**config.mk**
```make
export PLATFORM = sky130hd
export DESIGN_NAME = tdc_link_top
export DESIGN_NICKNAME = d
export VERILOG_FILES = /design/src/rtl/tdc_link_pkg.sv /design/src/rtl/tdc_link_top.sv /design/src/rtl/uart_record_tx.sv /design/src/rtl/record_fifo.sv /design/src/rtl/event_arbiter.sv
export SDC_FILE = /design/constraint.sdc
export NUM_CORES = 1
export LEC_CHECK = 0
export ABC_AREA = 1
export BUFFER_PORTS_ARGS = -buffer_cell sky130_fd_sc_hd__buf_4
export CAP_MARGIN = 20
export CORE_MARGIN = 4
export CORE_UTILIZATION = 25
export DETAILED_ROUTE_END_ITERATION = 12
export HOLD_SLACK_MARGIN = 0.12
export SLEW_MARGIN = 10
export SYNTH_ARGS = -nofsm -noshare
export SYNTH_HDL_FRONTEND = slang
export SYNTH_SLANG_ARGS = --single-unit
```
**constraint.sdc**
```tcl
create_clock -name clk -period 4 [get_ports clk]
set_clock_uncertainty 0.1 [all_clocks]
set_input_delay 0.6 -clock clk [delete_from_list [all_inputs] [get_ports clk]]
set_output_delay 0.6 -clock clk [all_outputs]
set_load 0.005 [all_outputs]
```
**src/rtl/tdc_link_pkg.sv**
```systemverilog
package tdc_link_pkg;

    // Field widths of the logged record
    typedef logic [31:0] payload_t;
    typedef logic [15:0] chan_id_t;
    typedef logic [47:0] record_t;   // {payload, channel}
    typedef logic [7:0]  byte_t;

    // Marker codes, doubled into the payload
    localparam logic [15:0] MARK_LINE      = 16'h000D;
    localparam logic [15:0] MARK_FRAME_REV = 16'h000E;
    localparam logic [15:0] MARK_FRAME_FWD = 16'h000F;

    localparam int BYTES_PER_RECORD = 6;

    typedef enum logic [1:0] {
        IDLE,
        START,
        DATA,
        STOP
    } tx_state_t;

    // Marker payload carries the code in both halves
    function automatic payload_t marker_payload(input logic [15:0] code);
        return {code, code};
    endfunction

    function automatic record_t make_record(input payload_t payload, input chan_id_t chan);
        return {payload, chan};
    endfunction

    // Marker code for a frame event
    function automatic logic [15:0] frame_code(input logic reversed);
        if (reversed) begin
            return MARK_FRAME_REV;
        end
        return MARK_FRAME_FWD;
    endfunction

endpackage
```
**src/rtl/tdc_link_top.sv**
```systemverilog
`timescale 1ns/1ps

module tdc_link_top #(
    parameter int NUM_CHANNELS   = 6,
    parameter int FIFO_ADDR_BITS = 4,
    parameter int CLKS_PER_BIT   = 8
) (
    input  logic                                       clk,
    input  logic                                       rst,
    input  logic [NUM_CHANNELS-1:0]                    tdc_valid,
    input  tdc_link_pkg::payload_t [NUM_CHANNELS-1:0]  tdc_data,
    input  logic [NUM_CHANNELS-1:0]                    line_mark,
    input  logic [NUM_CHANNELS-1:0]                    frame_mark,
    input  logic [NUM_CHANNELS-1:0]                    frame_reversed,
    output logic [NUM_CHANNELS-1:0]                    tdc_ack,
    output logic [NUM_CHANNELS-1:0]                    line_ack,
    output logic [NUM_CHANNELS-1:0]                    frame_ack,
    output logic                                       tx,
    output logic                                       tx_busy
);

    logic                  rec_valid;
    logic                  rec_ready;
    tdc_link_pkg::record_t rec_data;
    logic                  fifo_valid;
    logic                  fifo_ready;
    tdc_link_pkg::record_t fifo_data;

    event_arbiter #(.NUM_CHANNELS(NUM_CHANNELS)) event_arbiter_i (
        .clk            (clk),
        .rst            (rst),
        .tdc_valid      (tdc_valid),
        .tdc_data       (tdc_data),
        .line_mark      (line_mark),
        .frame_mark     (frame_mark),
        .frame_reversed (frame_reversed),
        .tdc_ack        (tdc_ack),
        .line_ack       (line_ack),
        .frame_ack      (frame_ack),
        .rec_valid      (rec_valid),
        .rec_ready      (rec_ready),
        .rec_data       (rec_data)
    );

    record_fifo #(.ADDR_BITS(FIFO_ADDR_BITS)) record_fifo_i (
        .clk      (clk),
        .rst      (rst),
        .wr_valid (rec_valid),
        .wr_ready (rec_ready),
        .wr_data  (rec_data),
        .rd_valid (fifo_valid),
        .rd_ready (fifo_ready),
        .rd_data  (fifo_data)
    );

    uart_record_tx #(.CLKS_PER_BIT(CLKS_PER_BIT)) uart_record_tx_i (
        .clk       (clk),
        .rst       (rst),
        .rec_valid (fifo_valid),
        .rec_ready (fifo_ready),
        .rec_data  (fifo_data),
        .tx        (tx),
        .tx_busy   (tx_busy)
    );

endmodule

```
**src/rtl/uart_record_tx.sv**
```systemverilog
`timescale 1ns/1ps

module uart_record_tx #(
    parameter int CLKS_PER_BIT = 8
) (
    input  logic                  clk,
    input  logic                  rst,
    input  logic                  rec_valid,
    output logic                  rec_ready,
    input  tdc_link_pkg::record_t rec_data,
    output logic                  tx,
    output logic                  tx_busy
);

    localparam int CNT_W  = (CLKS_PER_BIT > 1) ? $clog2(CLKS_PER_BIT) : 1;
    localparam int BYTE_W = $clog2(tdc_link_pkg::BYTES_PER_RECORD);

    tdc_link_pkg::tx_state_t state;
    logic [CNT_W-1:0]        clk_cnt;
    logic [2:0]              bit_idx;
    logic [BYTE_W-1:0]       byte_idx;
    logic                    bit_end;
    logic                    last_byte;
    tdc_link_pkg::record_t   rec_latch;
    tdc_link_pkg::byte_t     cur_byte;
    tdc_link_pkg::byte_t     data_sr;

    assign rec_ready = (state == tdc_link_pkg::IDLE);
    assign bit_end   = (clk_cnt == CNT_W'(CLKS_PER_BIT - 1));
    assign last_byte = (byte_idx == BYTE_W'(tdc_link_pkg::BYTES_PER_RECORD - 1));

    // Least significant byte first, so the channel number leads
    assign cur_byte = rec_latch[byte_idx*8 +: 8];

    always_ff @(posedge clk) begin
        if (rst) begin
            state    <= tdc_link_pkg::IDLE;
            tx       <= 1'b1;
            tx_busy  <= 1'b0;
            clk_cnt  <= '0;
            bit_idx  <= '0;
            byte_idx <= '0;
        end else begin
            clk_cnt <= bit_end ? '0 : clk_cnt + 1'b1;
            case (state)
                tdc_link_pkg::IDLE: begin
                    clk_cnt <= '0;
                    if (rec_valid) begin
                        state    <= tdc_link_pkg::START;
                        tx       <= 1'b0;   // First start bit
                        tx_busy  <= 1'b1;
                        byte_idx <= '0;
                    end
                end
                tdc_link_pkg::START: begin
                    if (bit_end) begin
                        state   <= tdc_link_pkg::DATA;
                        tx      <= cur_byte[0];
                        bit_idx <= '0;
                    end
                end
                tdc_link_pkg::DATA: begin
                    if (bit_end) begin
                        if (bit_idx == 3'd7) begin
                            state <= tdc_link_pkg::STOP;
                            tx    <= 1'b1;
                        end else begin
                            bit_idx <= bit_idx + 1'b1;
                            tx      <= data_sr[0];
                        end
                    end
                end
                tdc_link_pkg::STOP: begin
                    if (bit_end) begin
                        if (last_byte) begin
                            state   <= tdc_link_pkg::IDLE;
                            tx_busy <= 1'b0;
                        end else begin
                            state    <= tdc_link_pkg::START;
                            tx       <= 1'b0;
                            byte_idx <= byte_idx + 1'b1;
                        end
                    end
                end
                default: begin
                    state <= tdc_link_pkg::IDLE;
                end
            endcase
        end
    end

    always_ff @(posedge clk) begin
        if (rec_valid && rec_ready) begin
            rec_latch <= rec_data;
        end
        if (state == tdc_link_pkg::START && bit_end) begin
            data_sr <= cur_byte >> 1;   // Bit 0 already on the line
        end else if (state == tdc_link_pkg::DATA && bit_end) begin
            data_sr <= data_sr >> 1;
        end
    end

endmodule

```
**src/rtl/record_fifo.sv**
```systemverilog
`timescale 1ns/1ps

module record_fifo #(
    parameter int ADDR_BITS = 4
) (
    input  logic                  clk,
    input  logic                  rst,
    input  logic                  wr_valid,
    output logic                  wr_ready,
    input  tdc_link_pkg::record_t wr_data,
    output logic                  rd_valid,
    input  logic                  rd_ready,
    output tdc_link_pkg::record_t rd_data
);

    localparam int DEPTH = 1 << ADDR_BITS;

    tdc_link_pkg::record_t mem [DEPTH];

    // Extra MSB tells full from empty
    logic [ADDR_BITS:0] wr_ptr;
    logic [ADDR_BITS:0] rd_ptr;
    logic               full;
    logic               empty;
    logic               do_write;
    logic               do_read;

    assign empty = (wr_ptr == rd_ptr);
    assign full  = (wr_ptr[ADDR_BITS] != rd_ptr[ADDR_BITS])
                && (wr_ptr[ADDR_BITS-1:0] == rd_ptr[ADDR_BITS-1:0]);

    // A read in the same cycle frees the slot being written
    assign wr_ready = !full || rd_ready;
    assign rd_valid = !empty;
    assign rd_data  = mem[rd_ptr[ADDR_BITS-1:0]];   // Show-ahead head

    assign do_write = wr_valid && wr_ready;
    assign do_read  = rd_valid && rd_ready;

    always_ff @(posedge clk) begin
        if (rst) begin
            wr_ptr <= '0;
            rd_ptr <= '0;
        end else begin
            if (do_write) begin
                wr_ptr <= wr_ptr + 1'b1;
            end
            if (do_read) begin
                rd_ptr <= rd_ptr + 1'b1;
            end
        end
    end

    always_ff @(posedge clk) begin
        if (do_write) begin
            mem[wr_ptr[ADDR_BITS-1:0]] <= wr_data;
        end
    end

endmodule

```
**src/rtl/event_arbiter.sv**
```systemverilog
`timescale 1ns/1ps

module event_arbiter #(
    parameter int NUM_CHANNELS = 6
) (
    input  logic                                       clk,
    input  logic                                       rst,
    input  logic [NUM_CHANNELS-1:0]                    tdc_valid,
    input  tdc_link_pkg::payload_t [NUM_CHANNELS-1:0]  tdc_data,
    input  logic [NUM_CHANNELS-1:0]                    line_mark,
    input  logic [NUM_CHANNELS-1:0]                    frame_mark,
    input  logic [NUM_CHANNELS-1:0]                    frame_reversed,
    output logic [NUM_CHANNELS-1:0]                    tdc_ack,
    output logic [NUM_CHANNELS-1:0]                    line_ack,
    output logic [NUM_CHANNELS-1:0]                    frame_ack,
    output logic                                       rec_valid,
    input  logic                                       rec_ready,
    output tdc_link_pkg::record_t                      rec_data
);

    logic                   out_valid;
    tdc_link_pkg::record_t  out_data;
    logic                   load_en;
    logic                   grant;
    tdc_link_pkg::payload_t next_payload;
    tdc_link_pkg::chan_id_t next_chan;

    // Output stage free, or emptied by the FIFO this cycle
    assign load_en = !out_valid || rec_ready;

    always_comb begin
        grant        = 1'b0;
        tdc_ack      = '0;
        line_ack     = '0;
        frame_ack    = '0;
        next_payload = '0;
        next_chan    = '0;
        // Lowest channel wins; measurement before line before frame
        for (int i = 0; i < NUM_CHANNELS; i++) begin
            if (load_en && !grant) begin
                if (tdc_valid[i]) begin
                    grant        = 1'b1;
                    tdc_ack[i]   = 1'b1;
                    next_payload = tdc_data[i];
                    next_chan    = tdc_link_pkg::chan_id_t'(i + 1);
                end else if (line_mark[i]) begin
                    grant        = 1'b1;
                    line_ack[i]  = 1'b1;
                    next_payload = tdc_link_pkg::marker_payload(tdc_link_pkg::MARK_LINE);
                    next_chan    = tdc_link_pkg::chan_id_t'(i + 1);
                end else if (frame_mark[i]) begin
                    grant        = 1'b1;
                    frame_ack[i] = 1'b1;
                    next_payload = tdc_link_pkg::marker_payload(
                        tdc_link_pkg::frame_code(frame_reversed[i]));
                    next_chan    = tdc_link_pkg::chan_id_t'(i + 1);
                end
            end
        end
    end

    always_ff @(posedge clk) begin
        if (rst) begin
            out_valid <= 1'b0;
        end else if (load_en) begin
            out_valid <= grant;   // Drops when accepted with nothing new
        end
    end

    always_ff @(posedge clk) begin
        if (load_en && grant) begin
            out_data <= tdc_link_pkg::make_record(next_payload, next_chan);
        end
    end

    assign rec_valid = out_valid;
    assign rec_data  = out_data;

endmodule

```
* Yosys cells after proc, flatten, opt, wreduce, memory -nomap -nowiden
Memories as Yosys holds them, arrays and structs flattened. A register that Yosys moved wholly into a read port is not among the register bits.
Cells that the tools add are included.
** Word-level totals
- Flip-flop bits (word level) :: 79
- Bits in writable memories :: 768
- Input port bits :: 218
- Output and inout port bits :: 20
- Memories :: 1
** Operators by class
- $add $sub $neg :: 5
- Eq/ne operators :: 17
- Shift-type cells :: 1
- Multiplexer cells :: 197
- Reduce and logical (&&, ||, !) cells :: 31
** Memory list
- record_fifo_i.mem :: depth 16, width 48, read ports 1, clocked after memory_dff 1, write ports 1, RTL line record_fifo.sv:18 : tdc_link_pkg::record_t mem [DEPTH];
** Operators by type and width (number)
- $mux W32 :: 24
- $mux W16 :: 35
- $mux W1 :: 120
- $shiftx A48 B7 Y8 :: 1
- $mux W3 :: 6
- $mux W7 :: 2
- $pmux W3 S2 :: 2
- $reduce_and A4 Y1 :: 3
- $logic_and A1 B1 Y1 :: 11
- $add A5 B1 Y5 const B :: 2
- $mux W2 :: 5
- $ne A2 B1 Y1 const B :: 5
- $reduce_and A5 Y1 :: 2
- $add A3 B1 Y3 const B :: 3
- $eq A3 B3 Y1 const B :: 3
- $logic_not A1 Y1 :: 8
- $pmux W2 S4 :: 1
- $ne A2 B2 Y1 const B :: 3
- $reduce_bool A2 Y1 :: 3
- $eq A5 B5 Y1 :: 1
- $eq A2 B2 Y1 const B :: 2
- $eq A4 B4 Y1 :: 1
- $pmux W1 S4 :: 1
- $reduce_or A3 Y1 :: 1
- 5 further kinds :: 6

* Logic depth before layout (Yosys ltp)
- Word-level depth :: 31
- Depth in mapped cells :: 17
- Mapped depth without buffers :: 15

* Cells and area by module
Synthesis repeated with hierarchy kept, for this count alone.
** Second synthesis, totals
- Cell total of the unflattened synthesis :: 3339
- Area total of the unflattened synthesis :: 38354.3 um2
** By module, submodules not included
- record_fifo :: instances 1, cells each 2542, area an instance 31800.5 um2, sequential area each 23342.4 um2
- event_arbiter :: instances 1, cells each 539, area an instance 3636.0 um2, sequential area each 1071.0 um2
- uart_record_tx :: instances 1, cells each 258, area an instance 2917.8 um2, sequential area each 1911.8 um2

* Worst setup path before layout
No wires, ideal clock.
- Path type :: register to register
- From :: register record_fifo_i.rd_ptr[1]
- To :: register record_fifo_i.wr_ptr[4]
- Arrival :: 3.164 ns
- Data required time :: 3.779 ns
- Path slack :: 0.616 ns
- Cell stages (with the launch flop) :: 15
- Clock period less this slack :: 3.384 ns
- Cell sequence :: dfxtp_1 buf_4 inv_2 nand2_1 nand2_1 nor2_4 and2_1 nand2_1 nand2_1 inv_1 nand2_1 nor2_1 inv_1 o21ai_0 a21oi_1
** Between the ends
- Longest elaborated chain between the ends :: 5
** RTL lines
- start, declared :: RTL line record_fifo.sv:22 : logic [ADDR_BITS:0] rd_ptr;
- start signal, assigned :: RTL line record_fifo.sv:49 : rd_ptr <= rd_ptr + 1'b1;
- $eq A4 B4 Y1 :: RTL line record_fifo.sv:30 : && (wr_ptr[ADDR_BITS-1:0] == rd_ptr[ADDR_BITS-1:0]);
- $logic_and A1 B1 Y1 :: RTL line record_fifo.sv:30
- $logic_not A1 Y1 :: RTL line record_fifo.sv:33 : assign wr_ready = !full || rd_ready;
- $logic_or A1 B1 Y1 :: RTL line record_fifo.sv:33
- $logic_and A1 B1 Y1 :: RTL line record_fifo.sv:37 : assign do_write = wr_valid && wr_ready;
- end signal, assigned :: RTL line record_fifo.sv:46 : wr_ptr <= wr_ptr + 1'b1;
- end, declared :: RTL line record_fifo.sv:21 : logic [ADDR_BITS:0] wr_ptr;
Every way passes these cells.
A chain may end at the register's enable or synchronous reset.

* Final worst setup path
- From :: register uart_record_tx_i.state[0]
- To :: output frame_ack[5]
** Between the ends
- Longest elaborated chain between the ends :: 23
- Elaborated cells between the ends (all ways) :: 31
- Classes of those cells :: mux: 18; reduce/logical: 13
** RTL lines
- start, declared :: RTL line uart_record_tx.sv:18 : tdc_link_pkg::tx_state_t state;
- start signal, assigned :: RTL line uart_record_tx.sv:37 : state <= tdc_link_pkg::IDLE;
- start signal, assigned :: RTL line uart_record_tx.sv:49 : state <= tdc_link_pkg::START;
- start signal, assigned :: RTL line uart_record_tx.sv:57 : state <= tdc_link_pkg::DATA;
- $logic_not A2 Y1 (*) :: RTL line uart_record_tx.sv:28 : assign rec_ready = (state == tdc_link_pkg::IDLE);
- $logic_or A1 B1 Y1 (*) :: RTL line record_fifo.sv:33
- $logic_or A1 B1 Y1 (*) :: RTL line event_arbiter.sv:29 : assign load_en = !out_valid || rec_ready;
- $mux W1 :: RTL line event_arbiter.sv:40 : if (load_en && !grant) begin
- $mux W1 :: RTL line event_arbiter.sv:51 : end else if (frame_mark[i]) begin
- $mux W1 :: RTL line event_arbiter.sv:46 : end else if (line_mark[i]) begin
- $mux W1 :: RTL line event_arbiter.sv:41 : if (tdc_valid[i]) begin
- $mux W1 :: RTL line event_arbiter.sv:40
- [... 7 more ...]
- $mux W1 :: RTL line event_arbiter.sv:40
- $mux W1 :: RTL line event_arbiter.sv:51
- $mux W1 :: RTL line event_arbiter.sv:46
- $mux W1 :: RTL line event_arbiter.sv:41
- $mux W1 :: RTL line event_arbiter.sv:40
- $logic_not A1 Y1 :: RTL line event_arbiter.sv:40
- $logic_and A1 B1 Y1 (*) :: RTL line event_arbiter.sv:40
- $mux W1 (*) :: RTL line event_arbiter.sv:40
- end, declared :: RTL line tdc_link_top.sv:17 : output logic [NUM_CHANNELS-1:0] frame_ack,
Mark *: on every way between the ends. The rest lies on a longest branch, timed or not.

==> flow_results.xml <==
<?xml version="1.0" encoding="UTF-8"?>
<metrics>
  <group name="run_status">
    <metric name="run_status" unit="">finished, final reports clean</metric>
  </group>
  <group name="detailed_routing">
    <metric name="post_drt_wl_per_cell" unit="µm">20.6</metric>
    <metric name="dr_total_vias" unit="">19205</metric>
    <metric name="route.antenna.remaining_nets" unit="">0</metric>
    <metric name="drt_drc_violations_left" unit="">0</metric>
    <metric name="routed_wirelength" unit="mm">82.5</metric>
    <metric name="drt_pre_antenna_iters" unit="">5</metric>
    <metric name="detail_route.iter0.violations" unit="">1429</metric>
    <metric name="routed_via_density" unit="">4.79</metric>
  </group>
  <group name="floorplanning">
    <metric name="floorplan_die_width" unit="µm">340</metric>
    <metric name="floorplan.rows" unit="">121</metric>
    <metric name="start_util" unit="%">25.2</metric>
    <metric name="die_height" unit="µm">340</metric>
    <metric name="core_box_area" unit="µm²">109000</metric>
    <metric name="design.die.area" unit="µm²">115000</metric>
    <metric name="io_pins" unit="">238</metric>
  </group>
  <group name="sta">
    <metric name="timing.final.crit_period" unit="ps">3810</metric>
    <metric name="whs" unit="ps">153</metric>
    <metric name="max_freq" unit="MHz">262</metric>
    <metric name="final_hold_viol_count" unit="">0</metric>
    <metric name="finalCritPeriodShare" unit="%">95.3</metric>
    <metric name="layout_setup_ws" unit="ps">188</metric>
    <metric name="finalMaxSlewViolations" unit="">0</metric>
    <metric name="timing_worst_slew_pin_value" unit="ps">1070</metric>
    <metric name="slew_headroom" unit="%">28.8</metric>
    <metric name="finalSetupViolations" unit="">0</metric>
  </group>
  <group name="logic_synthesis">
    <metric name="number_of_synthesized_flops_with_an_enable_pin" unit="">637</metric>
    <metric name="synth_sequential_area_ratio" unit="%">71.4</metric>
    <metric name="synth_top_cell_area_share" unit="%">69.6</metric>
    <metric name="asyncSetResetFlopFracSynth" unit="%">0</metric>
    <metric name="synth_largest_area_cell" unit="">sky130_fd_sc_hd__edfxtp_1</metric>
    <metric name="syn_inst" unit="">2308</metric>
    <metric name="ys_top_cells_by_area" unit="">sky130_fd_sc_hd__edfxtp_1 70%, sky130_fd_sc_hd__o21ai_0 7.1%, sky130_fd_sc_hd__nor2_1 5.0%, sky130_fd_sc_hd__nand2_1 3.7%, sky130_fd_sc_hd__o22ai_1 1.9%</metric>
    <metric name="yosys_warnings" unit="">0</metric>
    <metric name="ys_seq_elements" unit="">661</metric>
    <metric name="syn-num-nets" unit="">2541</metric>
    <metric name="synth_flop_cell" unit="">sky130_fd_sc_hd__edfxtp_1</metric>
    <metric name="synth.cells.most_frequent" unit="">637 x sky130_fd_sc_hd__edfxtp_1, 388 x sky130_fd_sc_hd__o21ai_0, 366 x sky130_fd_sc_hd__nor2_1</metric>
    <metric name="synth.distinct_cells" unit="">42</metric>
    <metric name="post-synth-top-count-cell" unit="">sky130_fd_sc_hd__edfxtp_1</metric>
    <metric name="mappedNetlistArea" unit="µm²">27500</metric>
    <metric name="synth_area_per_cell" unit="µm²">11.9</metric>
  </group>
  <group name="clock_tree">
    <metric name="cts_buffer_depth" unit="">3</metric>
    <metric name="cts_sinks" unit="">661</metric>
    <metric name="cts.htree.levels" unit="">2</metric>
    <metric name="clock_insertion_delay_worst_skew" unit="ps">640</metric>
    <metric name="cts_buffers" unit="">61</metric>
    <metric name="clk_pin_slew" unit="ps">60</metric>
    <metric name="cts_tree" unit="">yes</metric>
    <metric name="root_buffer" unit="">sky130_fd_sc_hd__clkbuf_16</metric>
  </group>
  <group name="grt">
    <metric name="grt_pass1_wl" unit="mm">121</metric>
    <metric name="number_of_global_route_vias_before_repair" unit="">18846</metric>
    <metric name="grt_remaining_overflow" unit="">0</metric>
    <metric name="grt_antenna_before_repair" unit="">0</metric>
    <metric name="largest_net_degree_at_the_start_of_global_routing" unit="">201</metric>
    <metric name="globalRouteTotalUtil" unit="%">13.7</metric>
  </group>
  <group name="worst_setup_path">
    <metric name="endpoint_kind" unit="">primary output</metric>
    <metric name="worst_ep_arrival_time" unit="ps">3110</metric>
    <metric name="crit_required" unit="ps">3300</metric>
    <metric name="crit_type" unit="">flip-flop to primary output</metric>
    <metric name="critical_path.max_fanout" unit="">6</metric>
    <metric name="crit_path_start_kind" unit="">flip-flop</metric>
  </group>
  <group name="job">
    <metric name="maxCapViolCount" unit="">0</metric>
  </group>
  <group name="final_layout">
    <metric name="nNetsFinal" unit="">2785</metric>
    <metric name="antenna_cells" unit="">0</metric>
    <metric name="fin_cells" unit="">4012</metric>
    <metric name="fillers" unit="">11027</metric>
    <metric name="register_area" unit="µm²">19600</metric>
    <metric name="fin_util" unit="%">30.6</metric>
    <metric name="flow.area_growth_from_synthesis" unit="%">21.5</metric>
    <metric name="drive_gt1_share" unit="%">16.6</metric>
    <metric name="multi_input_comb_area" unit="µm²">7190</metric>
  </group>
  <group name="place">
    <metric name="place_worst_setup_slack" unit="ps">478</metric>
    <metric name="post-place-cells" unit="">3876</metric>
    <metric name="buffers_added_on_ports" unit="">237</metric>
    <metric name="dpl.hpwl" unit="mm">51.7</metric>
    <metric name="routabilityCongestion" unit="">0.906</metric>
  </group>
  <group name="hold_path">
    <metric name="hold_path.class" unit="">primary input to flip-flop</metric>
  </group>
  <group name="pwr">
    <metric name="vdd_ir_drop_max" unit="mV">0.512</metric>
    <metric name="static-leakage-power" unit="nW">11.4</metric>
    <metric name="p_per_area" unit="nW/µm²">536</metric>
  </group>
</metrics>
-- critical path, cell delays in order, from the launching register on --
cell and delay, ps:
sky130_fd_sc_hd__dfxtp_1 400, sky130_fd_sc_hd__inv_1 120, sky130_fd_sc_hd__ha_1 260, sky130_fd_sc_hd__nor2_1 240, sky130_fd_sc_hd__nand4_4 250, sky130_fd_sc_hd__o31ai_4 190, sky130_fd_sc_hd__nand3_1 150, sky130_fd_sc_hd__nor2_2 210
sky130_fd_sc_hd__nand3_4 160, sky130_fd_sc_hd__nor2_4 150, sky130_fd_sc_hd__nand3_1 150, sky130_fd_sc_hd__inv_1 100, sky130_fd_sc_hd__buf_4 110
-- stage by stage --
step	power, W	cell area [µm²]	TNS, ps
final	0.0179	33400	0
after global placement	0.0124	31200	0
after global routing	0.0187	33400	-40.2
after CTS	0.0180	33300	0
after detailed placement	0.0124	31200	0
after floorplan	0.0109	27500	0
-- worst paths after layout --
| check | endpoint | from | depth (start not counted) | slack [ps] |
|---|---|---|---|---|
| max reg2reg | event_arbiter_i.rec_data[20] | uart_record_tx_i.state[0] | 14 | 190 |
| min | event_arbiter_i.rec_data[45] | tdc_data[189] | 3 | 150 |
| min reg2reg | uart_record_tx_i.clk_cnt[0] | uart_record_tx_i.clk_cnt[0] | 1 | 330 |
| max | frame_ack[5] | uart_record_tx_i.state[0] | 12 | 190 |
-- repair_timing --
action / in CTS / in global routing
endpoints found under the setup margin: 0 / 6
resized for setup: 0 / 7
buffers inserted: 0 / 6
hold endpoints to repair: 16 / 0
hold buffers: 20 / 0
-- where the power goes --
group	leakage [nW]	switching (W)	internal, W	total [W]
Sequential	6.08	0.000251	0.00809	0.00834
Combinational	4.34	0.00275	0.00116	0.00391
Clock	0.926	0.00253	0.00311	0.00564
-- metal layers --
metal  global-route usage [%]  vias up  share of wire (%)
met4                     4.37        0                3.0
met1                     16.8     9458                 40
met5                        0        -                  0
met2                     24.1      681                 50
li1                         -     8949                  -
met3                     2.69      117                6.8
-- cells in the final DEF, fill, tap and decap left out, types with 3 or more instances in the layout --
cell                            count
sky130_fd_sc_hd__o21ai_0          388
sky130_fd_sc_hd__edfxtp_1         637
sky130_fd_sc_hd__clkbuf_16         61
sky130_fd_sc_hd__nand3b_1           4
sky130_fd_sc_hd__o22ai_1           83
sky130_fd_sc_hd__dfxtp_1           21
sky130_fd_sc_hd__ha_1              15
sky130_fd_sc_hd__clkinvlp_4         6
sky130_fd_sc_hd__dlygate4sd3_1     20
sky130_fd_sc_hd__nor3_1            10
sky130_fd_sc_hd__o21ai_1           10
sky130_fd_sc_hd__a21oi_1           90
sky130_fd_sc_hd__nand4_1            4
sky130_fd_sc_hd__nand2_1          268
sky130_fd_sc_hd__a31oi_1            8
sky130_fd_sc_hd__clkbuf_1           5
sky130_fd_sc_hd__buf_12            10
sky130_fd_sc_hd__buf_4            288
sky130_fd_sc_hd__nor2_2             4
sky130_fd_sc_hd__inv_2              6
sky130_fd_sc_hd__bufinv_16          5
sky130_fd_sc_hd__inv_1             60
sky130_fd_sc_hd__o21a_1            11
sky130_fd_sc_hd__nor2_1           347
sky130_fd_sc_hd__nor2_4            20
sky130_fd_sc_hd__o211ai_1          13
sky130_fd_sc_hd__clkinv_1          23
sky130_fd_sc_hd__o221ai_1          59
sky130_fd_sc_hd__or2_2              3
sky130_fd_sc_hd__clkinv_2          10
sky130_fd_sc_hd__nand3_1           80
-- area by class of cell --
| cell class | count | area share (%) |
|---|---|---|
| clock buffer | 66 | 4.63 |
| clock inverter | 43 | 1.16 |
| inverter | 73 | 0.855 |
| multi-input combinational | 1436 | 21.5 |
| sequential | 661 | 58.8 |
| tap | 1414 | 5.30 |
| timing repair buffer | 319 | 7.76 |
-- state kept, by name, summed over array words and instances, names as in the netlist --
name / flops
event_arbiter_i.rec_data: 35
event_arbiter_i.rec_valid: 1
record_fifo_i.mem: 560
record_fifo_i.rd_ptr: 5
record_fifo_i.wr_ptr: 5
uart_record_tx_i.bit_idx: 3
uart_record_tx_i.byte_idx: 3
uart_record_tx_i.clk_cnt: 3
uart_record_tx_i.data_sr: 7
uart_record_tx_i.rec_latch: 35
uart_record_tx_i.state: 2
uart_record_tx_i.tx: 1
uart_record_tx_i.tx_busy: 1
-- cells by family after synthesis --
| family | share of synthesized area [%] |
|---|---|
| and+or+nand+nor | 11.2 |
| AOI/OAI and AO/OA | 13.8 |
| DFF | 71.4 |
| buffers and inverters | 3.01 |
| adders and majority gates | 0.683 |
Power figures use the tool's default switching activity.
